===== src/mshr_pkg.sv =====
`default_nettype none

package mshr_pkg;

  localparam int addr_bits      = 32;
  localparam int block_off_bits = 6;   // 64 byte line
  localparam int idx_bits       = 6;
  localparam int tag_bits       = 20;
  localparam int beat_bits      = 128;
  localparam int n_beats        = 4;
  localparam int word_bits      = 64;
  localparam int rpq_entries    = 8;
  localparam int id_bits        = 2;
  localparam int sink_bits      = 3;   // grant sink tag

  typedef enum logic [1:0] {
    coh_nothing = 2'd0,
    coh_branch  = 2'd1,
    coh_trunk   = 2'd2,
    coh_dirty   = 2'd3
  } coh_t;

  typedef enum logic {
    cmd_load  = 1'b0,
    cmd_store = 1'b1
  } cmd_t;

  // acquire grow permissions
  typedef enum logic [1:0] {
    grow_n_to_b = 2'd0,
    grow_n_to_t = 2'd1
  } grow_param_t;

  typedef enum logic {
    cap_to_t = 1'b0,
    cap_to_b = 1'b1
  } cap_param_t;

  typedef union packed {
    logic [addr_bits-1:0] flat;
    struct packed {
      logic [tag_bits-1:0]                     tag;
      logic [idx_bits-1:0]                     idx;
      logic [$clog2(n_beats)-1:0]              beat;
      logic [$clog2(beat_bits/word_bits)-1:0]  word;  // half of the beat
      logic [$clog2(word_bits/8)-1:0]          byte_off;
    } fields;
  } line_addr_u;

  typedef struct packed {
    cmd_t                 cmd;
    line_addr_u           addr;
    logic [word_bits-1:0] data;
  } rpq_entry_t;

endpackage

`default_nettype wire


===== src/replay_queue.sv =====
`default_nettype none
`timescale 1ns/1ps

module replay_queue (
  input  logic                clock,
  input  logic                reset,
  input  logic                enq_valid,
  output logic                enq_ready,
  input  mshr_pkg::rpq_entry_t enq_entry,
  output logic                deq_valid,
  input  logic                deq_ready,
  output mshr_pkg::rpq_entry_t deq_entry,
  input  logic                flush,
  output logic                empty
);
  import mshr_pkg::*;

  localparam int ptr_bits = $clog2(rpq_entries);

  rpq_entry_t              mem [rpq_entries];
  logic [ptr_bits-1:0]     head;
  logic [ptr_bits-1:0]     tail;
  logic [ptr_bits:0]       count;
  logic                    enq_fire;
  logic                    deq_fire;

  assign enq_ready = count != (ptr_bits + 1)'(rpq_entries);
  assign deq_valid = count != '0;
  assign empty     = count == '0;
  assign deq_entry = mem[head];  // head seen without delay

  assign enq_fire = enq_valid && enq_ready;
  assign deq_fire = deq_valid && deq_ready;

  always_ff @(posedge clock) begin
    if (enq_fire) mem[tail] <= enq_entry;
  end

  always_ff @(posedge clock or posedge reset) begin
    if (reset) begin
      head  <= '0;
      tail  <= '0;
      count <= '0;
    end else if (flush) begin
      // exception drops everything queued
      head  <= '0;
      tail  <= '0;
      count <= '0;
    end else begin
      if (enq_fire) tail <= tail + 1'b1;
      if (deq_fire) head <= head + 1'b1;
      case ({enq_fire, deq_fire})
        2'b10:   count <= count + 1'b1;
        2'b01:   count <= count - 1'b1;
        default: count <= count;
      endcase
    end
  end

endmodule

`default_nettype wire


===== src/refill_beat_counter.sv =====
`default_nettype none
`timescale 1ns/1ps

module refill_beat_counter (
  input  logic                                  clock,
  input  logic                                  reset,
  input  logic                                  beat_fire,
  output logic [$clog2(mshr_pkg::n_beats)-1:0]  beat,
  output logic                                  last
);
  import mshr_pkg::*;

  localparam int cnt_bits = $clog2(n_beats);

  logic [cnt_bits-1:0] count;

  assign beat = count;
  // high only while the final beat transfers
  assign last = beat_fire && (count == cnt_bits'(n_beats - 1));

  always_ff @(posedge clock or posedge reset) begin
    if (reset) begin
      count <= '0;
    end else if (beat_fire) begin
      if (last) begin
        count <= '0;  // wrap for next refill
      end else begin
        count <= count + 1'b1;
      end
    end
  end

endmodule

`default_nettype wire


===== src/line_buffer.sv =====
`default_nettype none
`timescale 1ns/1ps

module line_buffer (
  input  logic                                  clock,
  input  logic                                  write_en,
  input  logic [$clog2(mshr_pkg::n_beats)-1:0]  write_beat,
  input  logic [mshr_pkg::beat_bits-1:0]        write_data,
  input  mshr_pkg::line_addr_u                  read_addr,
  output logic [mshr_pkg::word_bits-1:0]        read_data
);
  import mshr_pkg::*;

  logic [beat_bits-1:0] beats [n_beats];
  logic [beat_bits-1:0] sel_beat;

  always_ff @(posedge clock) begin
    if (write_en) beats[write_beat] <= write_data;
  end

  // offset fields pick the beat and then the half
  always_comb begin
    sel_beat = beats[read_addr.fields.beat];
    if (read_addr.fields.word != '0) begin
      read_data = sel_beat[beat_bits-1 -: word_bits];
    end else begin
      read_data = sel_beat[word_bits-1:0];
    end
  end

endmodule

`default_nettype wire


===== src/mshr_ctrl.sv =====
`default_nettype none
`timescale 1ns/1ps

module mshr_ctrl (
  input  logic                              clock,
  input  logic                              reset,
  input  logic [mshr_pkg::id_bits-1:0]      id,
  input  logic                              pri_valid,
  output logic                              pri_ready,
  input  logic                              sec_valid,
  output logic                              sec_ready,
  input  mshr_pkg::cmd_t                    req_cmd,
  input  mshr_pkg::line_addr_u              req_addr,
  input  logic [mshr_pkg::word_bits-1:0]    req_data,
  output logic                              acquire_valid,
  input  logic                              acquire_ready,
  output mshr_pkg::line_addr_u              acquire_addr,
  output mshr_pkg::grow_param_t             acquire_param,
  output logic [mshr_pkg::id_bits-1:0]      acquire_source,
  input  logic                              grant_valid,
  output logic                              grant_ready,
  input  mshr_pkg::cap_param_t              grant_cap,
  input  logic [mshr_pkg::sink_bits-1:0]    grant_sink,
  output logic                              resp_valid,
  input  logic                              resp_ready,
  output logic                              replay_valid,
  input  logic                              replay_ready,
  output mshr_pkg::line_addr_u              replay_addr,
  output logic [mshr_pkg::word_bits-1:0]    replay_data,
  output logic                              meta_write_valid,
  input  logic                              meta_write_ready,
  output logic [mshr_pkg::idx_bits-1:0]     meta_idx,
  output logic [mshr_pkg::tag_bits-1:0]     meta_tag,
  output mshr_pkg::coh_t                    meta_coh,
  output logic                              finish_valid,
  input  logic                              finish_ready,
  output logic [mshr_pkg::sink_bits-1:0]    finish_sink,
  output logic                              enq_valid,
  input  logic                              enq_ready,
  output mshr_pkg::rpq_entry_t              enq_entry,
  input  logic                              deq_valid,
  output logic                              deq_ready,
  input  mshr_pkg::rpq_entry_t              deq_entry,
  input  logic                              empty,
  output logic                              beat_fire,
  input  logic                              last,
  output logic                              write_en,
  output mshr_pkg::line_addr_u              read_addr
);
  import mshr_pkg::*;

  typedef enum logic [2:0] {
    s_invalid,
    s_refill_req,
    s_refill_resp,
    s_drain,
    s_meta_write,
    s_finish
  } state_t;

  state_t                state;
  state_t                state_next;
  line_addr_u            pri_addr;
  grow_param_t           grow;
  cap_param_t            cap;
  logic [sink_bits-1:0]  sink;
  logic                  dirty;   // a store was replayed
  logic                  pri_fire;
  logic                  sec_fire;
  logic                  grant_fire;
  logic                  head_is_load;
  logic                  same_block;

  assign pri_ready  = state == s_invalid;
  assign pri_fire   = pri_valid && pri_ready;
  assign same_block = (req_addr.fields.tag == pri_addr.fields.tag) &&
                      (req_addr.fields.idx == pri_addr.fields.idx);
  // no store merge onto a branch acquire
  assign sec_ready  = (state == s_refill_req || state == s_refill_resp) && same_block &&
                      !(req_cmd == cmd_store && grow == grow_n_to_b) && enq_ready;
  assign sec_fire   = sec_valid && sec_ready;

  assign enq_valid  = pri_fire || sec_fire;
  assign enq_entry  = '{cmd: req_cmd, addr: req_addr, data: req_data};

  assign acquire_valid  = state == s_refill_req;
  assign acquire_addr   = {pri_addr.fields.tag, pri_addr.fields.idx, block_off_bits'(0)};
  assign acquire_param  = grow;
  assign acquire_source = id;

  assign grant_ready = state == s_refill_resp;
  assign grant_fire  = grant_valid && grant_ready;
  assign beat_fire   = grant_fire;
  assign write_en    = grant_fire;

  assign head_is_load = deq_entry.cmd == cmd_load;
  assign read_addr    = deq_entry.addr;
  assign resp_valid   = state == s_drain && deq_valid && head_is_load;
  assign replay_valid = state == s_drain && deq_valid && !head_is_load;
  assign deq_ready    = state == s_drain && (head_is_load ? resp_ready : replay_ready);
  assign replay_addr  = {pri_addr.fields.tag, pri_addr.fields.idx,
                         deq_entry.addr.flat[block_off_bits-1:0]};
  assign replay_data  = deq_entry.data;

  assign meta_write_valid = state == s_meta_write;
  assign meta_idx         = pri_addr.fields.idx;
  assign meta_tag         = pri_addr.fields.tag;
  assign meta_coh         = dirty ? coh_dirty : (cap == cap_to_t ? coh_trunk : coh_branch);

  assign finish_valid = state == s_finish;
  assign finish_sink  = sink;

  always_comb begin
    state_next = state;
    case (state)
      s_invalid:     if (pri_fire) state_next = s_refill_req;
      s_refill_req:  if (acquire_valid && acquire_ready) state_next = s_refill_resp;
      s_refill_resp: if (last) state_next = s_drain;
      s_drain:       if (empty) state_next = s_meta_write;
      s_meta_write:  if (meta_write_ready) state_next = s_finish;
      s_finish:      if (finish_ready) state_next = s_invalid;
      default:       state_next = s_invalid;
    endcase
  end

  always_ff @(posedge clock or posedge reset) begin
    if (reset) begin
      state <= s_invalid;
      grow  <= grow_n_to_b;
      cap   <= cap_to_b;
      dirty <= 1'b0;
    end else begin
      state <= state_next;
      if (pri_fire) begin
        grow  <= (req_cmd == cmd_store) ? grow_n_to_t : grow_n_to_b;
        dirty <= 1'b0;
      end
      if (grant_fire) cap <= grant_cap;
      if (replay_valid && replay_ready) dirty <= 1'b1;
    end
  end

  always_ff @(posedge clock) begin
    if (pri_fire) pri_addr <= req_addr;
    if (grant_fire) sink <= grant_sink;  // echoed on finish
  end

endmodule

`default_nettype wire


===== src/mshr_top.sv =====
`default_nettype none
`timescale 1ns/1ps

module mshr_top (
  input  logic                              clock,
  input  logic                              reset,
  input  logic [mshr_pkg::id_bits-1:0]      id,
  input  logic                              pri_valid,
  output logic                              pri_ready,
  input  logic                              sec_valid,
  output logic                              sec_ready,
  input  mshr_pkg::cmd_t                    req_cmd,
  input  mshr_pkg::line_addr_u              req_addr,
  input  logic [mshr_pkg::word_bits-1:0]    req_data,
  output logic                              acquire_valid,
  input  logic                              acquire_ready,
  output mshr_pkg::line_addr_u              acquire_addr,
  output mshr_pkg::grow_param_t             acquire_param,
  output logic [mshr_pkg::id_bits-1:0]      acquire_source,
  input  logic                              grant_valid,
  output logic                              grant_ready,
  input  logic [mshr_pkg::beat_bits-1:0]    grant_data,
  input  mshr_pkg::cap_param_t              grant_cap,
  input  logic [mshr_pkg::sink_bits-1:0]    grant_sink,
  output logic                              resp_valid,
  input  logic                              resp_ready,
  output logic [mshr_pkg::word_bits-1:0]    resp_data,
  output logic                              replay_valid,
  input  logic                              replay_ready,
  output mshr_pkg::line_addr_u              replay_addr,
  output logic [mshr_pkg::word_bits-1:0]    replay_data,
  output logic                              meta_write_valid,
  input  logic                              meta_write_ready,
  output logic [mshr_pkg::idx_bits-1:0]     meta_idx,
  output logic [mshr_pkg::tag_bits-1:0]     meta_tag,
  output mshr_pkg::coh_t                    meta_coh,
  output logic                              finish_valid,
  input  logic                              finish_ready,
  output logic [mshr_pkg::sink_bits-1:0]    finish_sink,
  input  logic                              exception
);
  import mshr_pkg::*;

  rpq_entry_t                  enq_entry;
  rpq_entry_t                  deq_entry;
  logic                        enq_valid;
  logic                        enq_ready;
  logic                        deq_valid;
  logic                        deq_ready;
  logic                        empty;
  logic                        beat_fire;
  logic                        last;
  logic [$clog2(n_beats)-1:0]  beat;
  logic                        write_en;
  line_addr_u                  read_addr;

  mshr_ctrl mshr_ctrl_inst (.*);

  // exception goes straight to the queue flush
  replay_queue replay_queue_inst (
    .clock     (clock),
    .reset     (reset),
    .enq_valid (enq_valid),
    .enq_ready (enq_ready),
    .enq_entry (enq_entry),
    .deq_valid (deq_valid),
    .deq_ready (deq_ready),
    .deq_entry (deq_entry),
    .flush     (exception),
    .empty     (empty)
  );

  refill_beat_counter refill_beat_counter_inst (
    .clock     (clock),
    .reset     (reset),
    .beat_fire (beat_fire),
    .beat      (beat),
    .last      (last)
  );

  line_buffer line_buffer_inst (
    .clock      (clock),
    .write_en   (write_en),
    .write_beat (beat),
    .write_data (grant_data),
    .read_addr  (read_addr),
    .read_data  (resp_data)
  );

endmodule

`default_nettype wire


===== config.mk =====
export PLATFORM = sky130hd
export DESIGN_NAME = mshr_top
export DESIGN_NICKNAME = d
export VERILOG_FILES = /design/src/mshr_pkg.sv /design/src/replay_queue.sv /design/src/refill_beat_counter.sv /design/src/line_buffer.sv /design/src/mshr_ctrl.sv /design/src/mshr_top.sv
export SDC_FILE = /design/constraint.sdc
export NUM_CORES = 1
export LEC_CHECK = 0
export BUFFER_PORTS_ARGS = -buffer_cell sky130_fd_sc_hd__buf_2
export CORE_AREA = 4 4 229 398
export DETAILED_ROUTE_END_ITERATION = 7
export DIE_AREA = 0 0 233 402
export MAX_ROUTING_LAYER = met4
export PLACE_DENSITY_LB_ADDON = 0.15
export SLEW_MARGIN = 10
export SYNTH_ARGS = -nofsm -noshare
export SYNTH_HDL_FRONTEND = slang
export SYNTH_SLANG_ARGS = --single-unit

===== constraint.sdc =====
create_clock -name clock -period 13.7 [get_ports clock]
set_clock_uncertainty 0.05 [all_clocks]
set_input_delay 2.74 -clock clock [delete_from_list [all_inputs] [get_ports clock]]
set_output_delay 2.74 -clock clock [all_outputs]
set_load 0.005 [all_outputs]

==> impl_metrics.py <==
metrics = {
    "sta": {
        "max_freq_ghz": 0.127,
        "min_period_ps": 7890,
        "worstMarginPinSlew_ps": 1150,
        "rsz0062_at_grt": "false",
        "relSlewSlack": 0.234,
        "tns_ps": 0,
        "fin_ws_ps": 5810,
        "fin_crit_sh": 0.576,
        "final_max_slew_viol_count": 0,
        "hold_viol_final": 0,
        "finalSetupViolations": 0,
    },
    "finish": {
        "fin_util": 0.572,
        "final_nets": 3066,
        "drive_above_1_share": 0.306,
        "layout.area.seq_um2": 33800,
        "multi_input_area_um2": 8960,
        "areaGrowthSynthToFinish_pct": 15.3,
        "nFillCells": 6792,
    },
    "drt": {
        "first_pass_iters": 6,
        "drtIter0Drc": 1288,
        "drcViolationCount": 0,
        "wl_per_cell_um": 23.9,
        "ant_nets": 0,
        "wirelength_mm": 98.3,
        "via_per_inst": 5.51,
        "vias": 22700,
    },
    "synth": {
        "ys_ff_latch": 1127,
        "netlist.area_leader.share": 0.764,
        "synth-seq-area-share": 0.774,
        "async_flop_share": 0.0160,
        "synth_compound_area_frac": 0.0163,
        "synth-simple-area-share": 0.0687,
        "synth_area_um2": 43600,
        "synth_top_family_by_area": "multiplexers",
        "ys_top_cells_by_area": "edfxtp_1 76%, mux4_2 7.4%, nand2_1 3.4%, mux2_2 1.8%, mux2i_1 1.5%",
        "ys.flop_type": "edfxtp_1",
        "yosys_warnings": 0,
        "ys_types": 50,
        "netlist.top_cell.by_area": "edfxtp_1",
        "synth_mux_area_frac": 0.109,
        "syn_avg_cell_area_um2": 18.2,
        "synth_adder_area_share": 0.00276,
        "synth_edf_count": 1109,
        "synth-xor-area-share": 0.00623,
        "synthCells": 2393,
    },
    "cts": {
        "cts.sinks": 1127,
        "cts_hold_buf": 0,
        "htreeDepth": 3,
        "root_buffer": "clkbuf_16",
        "postCtsSetupBuffers": 0,
        "cts_made_buffers": 98,
        "tritoncts": "built",
        "clockBufferDepth": 3,
        "clk_pin_slew_ps": 70,
        "clk_latency_ps": 670,
        "cts_resized": 0,
    },
    "worst_setup_path": {
        "crit_chain": "mux4_2, mux2i_4, buf_12, inv_8, buf_4, mux2i_1, a32oi_1, and3_1, buf_2",
        "max_stage_delay_ps": 1120,
        "cp-end-kind": "primary output",
        "cp_top_family": "buffers and inverters",
        "crit_required_ps": 10910,
        "crit_buf_inv": 4,
        "worstPathArrival_ps": 5100,
        "cpMaxStageDelayCell": "dfrtp_4",
        "startpoint_type": "flip-flop",
        "crit_fanout": 193,
        "path_class": "flip-flop to primary output",
    },
    "floorplanning": {
        "chipHeight_um": 402,
        "core_area_um2": 87900,
        "die_x_um": 233,
        "start_util": 0.496,
        "row_count": 144,
        "die-area_um2": 93700,
        "io_pins": 477,
    },
    "pwr": {
        "power_density_nw_per_um2": 159,
        "irDropWorstVdd_v": 0.000117,
        "p_leak_nw": 17.0,
    },
    "placement": {
        "place.gp.congestion": 0.846,
        "post-place-ws_ps": 6440,
        "io_buffers": 465,
        "hpwl_mm": 57.4,
    },
    "grt": {
        "antenna_found_initial": 48,
        "grt_pass1_vias": 23800,
        "grt_pass1_wl_mm": 148,
        "grt.overflow.total": 0,
        "grt_usage": 0.215,
        "grt_max_degree": 194,
    },
    "outcome": {
        "status": "completed",
    },
    "worst_hold_path": {
        "hold_class": "flip-flop to flip-flop",
    },
    "job": {
        "maxCapViolations": 0,
    },
}
-- synthesized netlist by cell type, types with 6 or more instances --
cell type,instances
buf_2,39
a32oi_1,64
nor2_1,12
buf_4,62
xnor2_1,12
a21oi_1,7
nor3_1,8
nor4_1,7
xor2_1,19
nand2_1,400
buf_1,9
edfxtp_1,1109
and3_1,69
nand2b_1,6
nor2b_1,7
nand4_1,6
mux2_2,71
o21ai_0,6
clkbuf_1,72
mux4_2,143
mux2i_1,66
ha_1,8
nand3_1,131
dfrtp_1,17
-- state kept, by name, indices dropped and copies added, names as in the netlist --
register	count
replay_queue_inst.mem	568
line_buffer_inst.beats	512
mshr_ctrl_inst.pri_addr	26
replay_queue_inst.count	4
mshr_ctrl_inst.finish_sink	3
mshr_ctrl_inst.state	3
replay_queue_inst.head	3
replay_queue_inst.tail	3
refill_beat_counter_inst.beat	2
mshr_ctrl_inst.acquire_param	1
mshr_ctrl_inst.cap	1
mshr_ctrl_inst.dirty	1
-- path summary, 6_finish.rpt --
kind                                                      start                               to  slack [ps]  cells past startpoint
worst max-delay path                  replay_queue_inst.head[1]                    resp_data[51]        5810                      9
worst min-delay path            mshr_ctrl_inst.acquire_param[0]  mshr_ctrl_inst.acquire_param[0]         470                      2
worst max register to register          mshr_ctrl_inst.state[0]     replay_queue_inst.mem[3][19]        9330                      7
worst min register to register  mshr_ctrl_inst.acquire_param[0]  mshr_ctrl_inst.acquire_param[0]         470                      2
max in group asynchronous                                 reset        replay_queue_inst.head[0]       10670                      2
min in group asynchronous                                 reset  mshr_ctrl_inst.acquire_param[0]        2240                      2
-- power breakdown --
group / total [W] / internal, W / switching (W) / leakage, nW
clock: 0.00283 / 0.00161 / 0.00122 / 1.60
sequential: 0.00405 / 0.00398 / 0.0000743 / 10.2
combinational: 0.00112 / 0.000442 / 0.000675 / 5.14
total: 0.00800 / 0.00603 / 0.00197 / 17.0
-- cells by family (layout without fill, tap and decap cells) --
kind of cell,after synthesis,count (layout)
DFF,1127,1127
and+or+nand+nor,666,666
muxes,284,284
buffers and inverters,189,691
AOI/OAI and AO/OA,86,86
xor gates and xnor gates,31,31
adders and majority gates,9,9
other,1,56
-- final cells by class --
| cell class | instances | area share |
|---|---|---|
| sequential | 1127 | 0.672 |
| multi-input combinational | 1083 | 0.178 |
| timing repair buffer | 499 | 0.0516 |
| clock buffer | 118 | 0.0511 |
| tap | 1168 | 0.0291 |
| clock inverter | 68 | 0.0149 |
| antenna | 49 | 0.00244 |
| inverter | 6 | 0.000598 |
-- routing by layer --
metal	vias to the layer above	track usage	part of all wire
li1	10200	-	-
met1	11600	0.258	0.39
met2	697	0.346	0.50
met3	134	0.0740	0.093
met4	0	0.0640	0.022
met5	-	-	0
-- worst register-to-register path: stages (launching register included) --
cell and delay [ps]:
dfrtp_1 540, nor3_1 370, nand2_1 190, inv_1 870
nand2_1 240, a21oi_1 300, and3b_4 630, buf_4 760
-- per-stage QoR --
step	hold slack (ps)	power, W	instance area [um2]	std cells
4_1_cts	477	0.00809	50100	4069
5_1_grt	550	0.00833	50200	4115
2_1_floorplan	405	0.00480	43600	2399
3_5_place_dp	456	0.00526	46800	3883
3_3_place_gp	443	0.00523	46800	3883
6_report	467	0.00800	50300	4118
-- cell usage in the layout, fill, tap and decap left out, types with 14 or more instances in the layout --
cell	count
a32oi_1	64
and3_1	65
buf_2	465
buf_4	33
bufinv_16	14
clkbuf_1	18
clkbuf_16	100
clkinv_1	19
clkinv_2	18
dfrtp_1	14
diode_2	49
edfxtp_1	1109
mux2_2	71
mux2i_1	66
mux4_2	143
nand2_1	400
nand3_1	131
xor2_1	19
(Power assumes the default switching activity.)
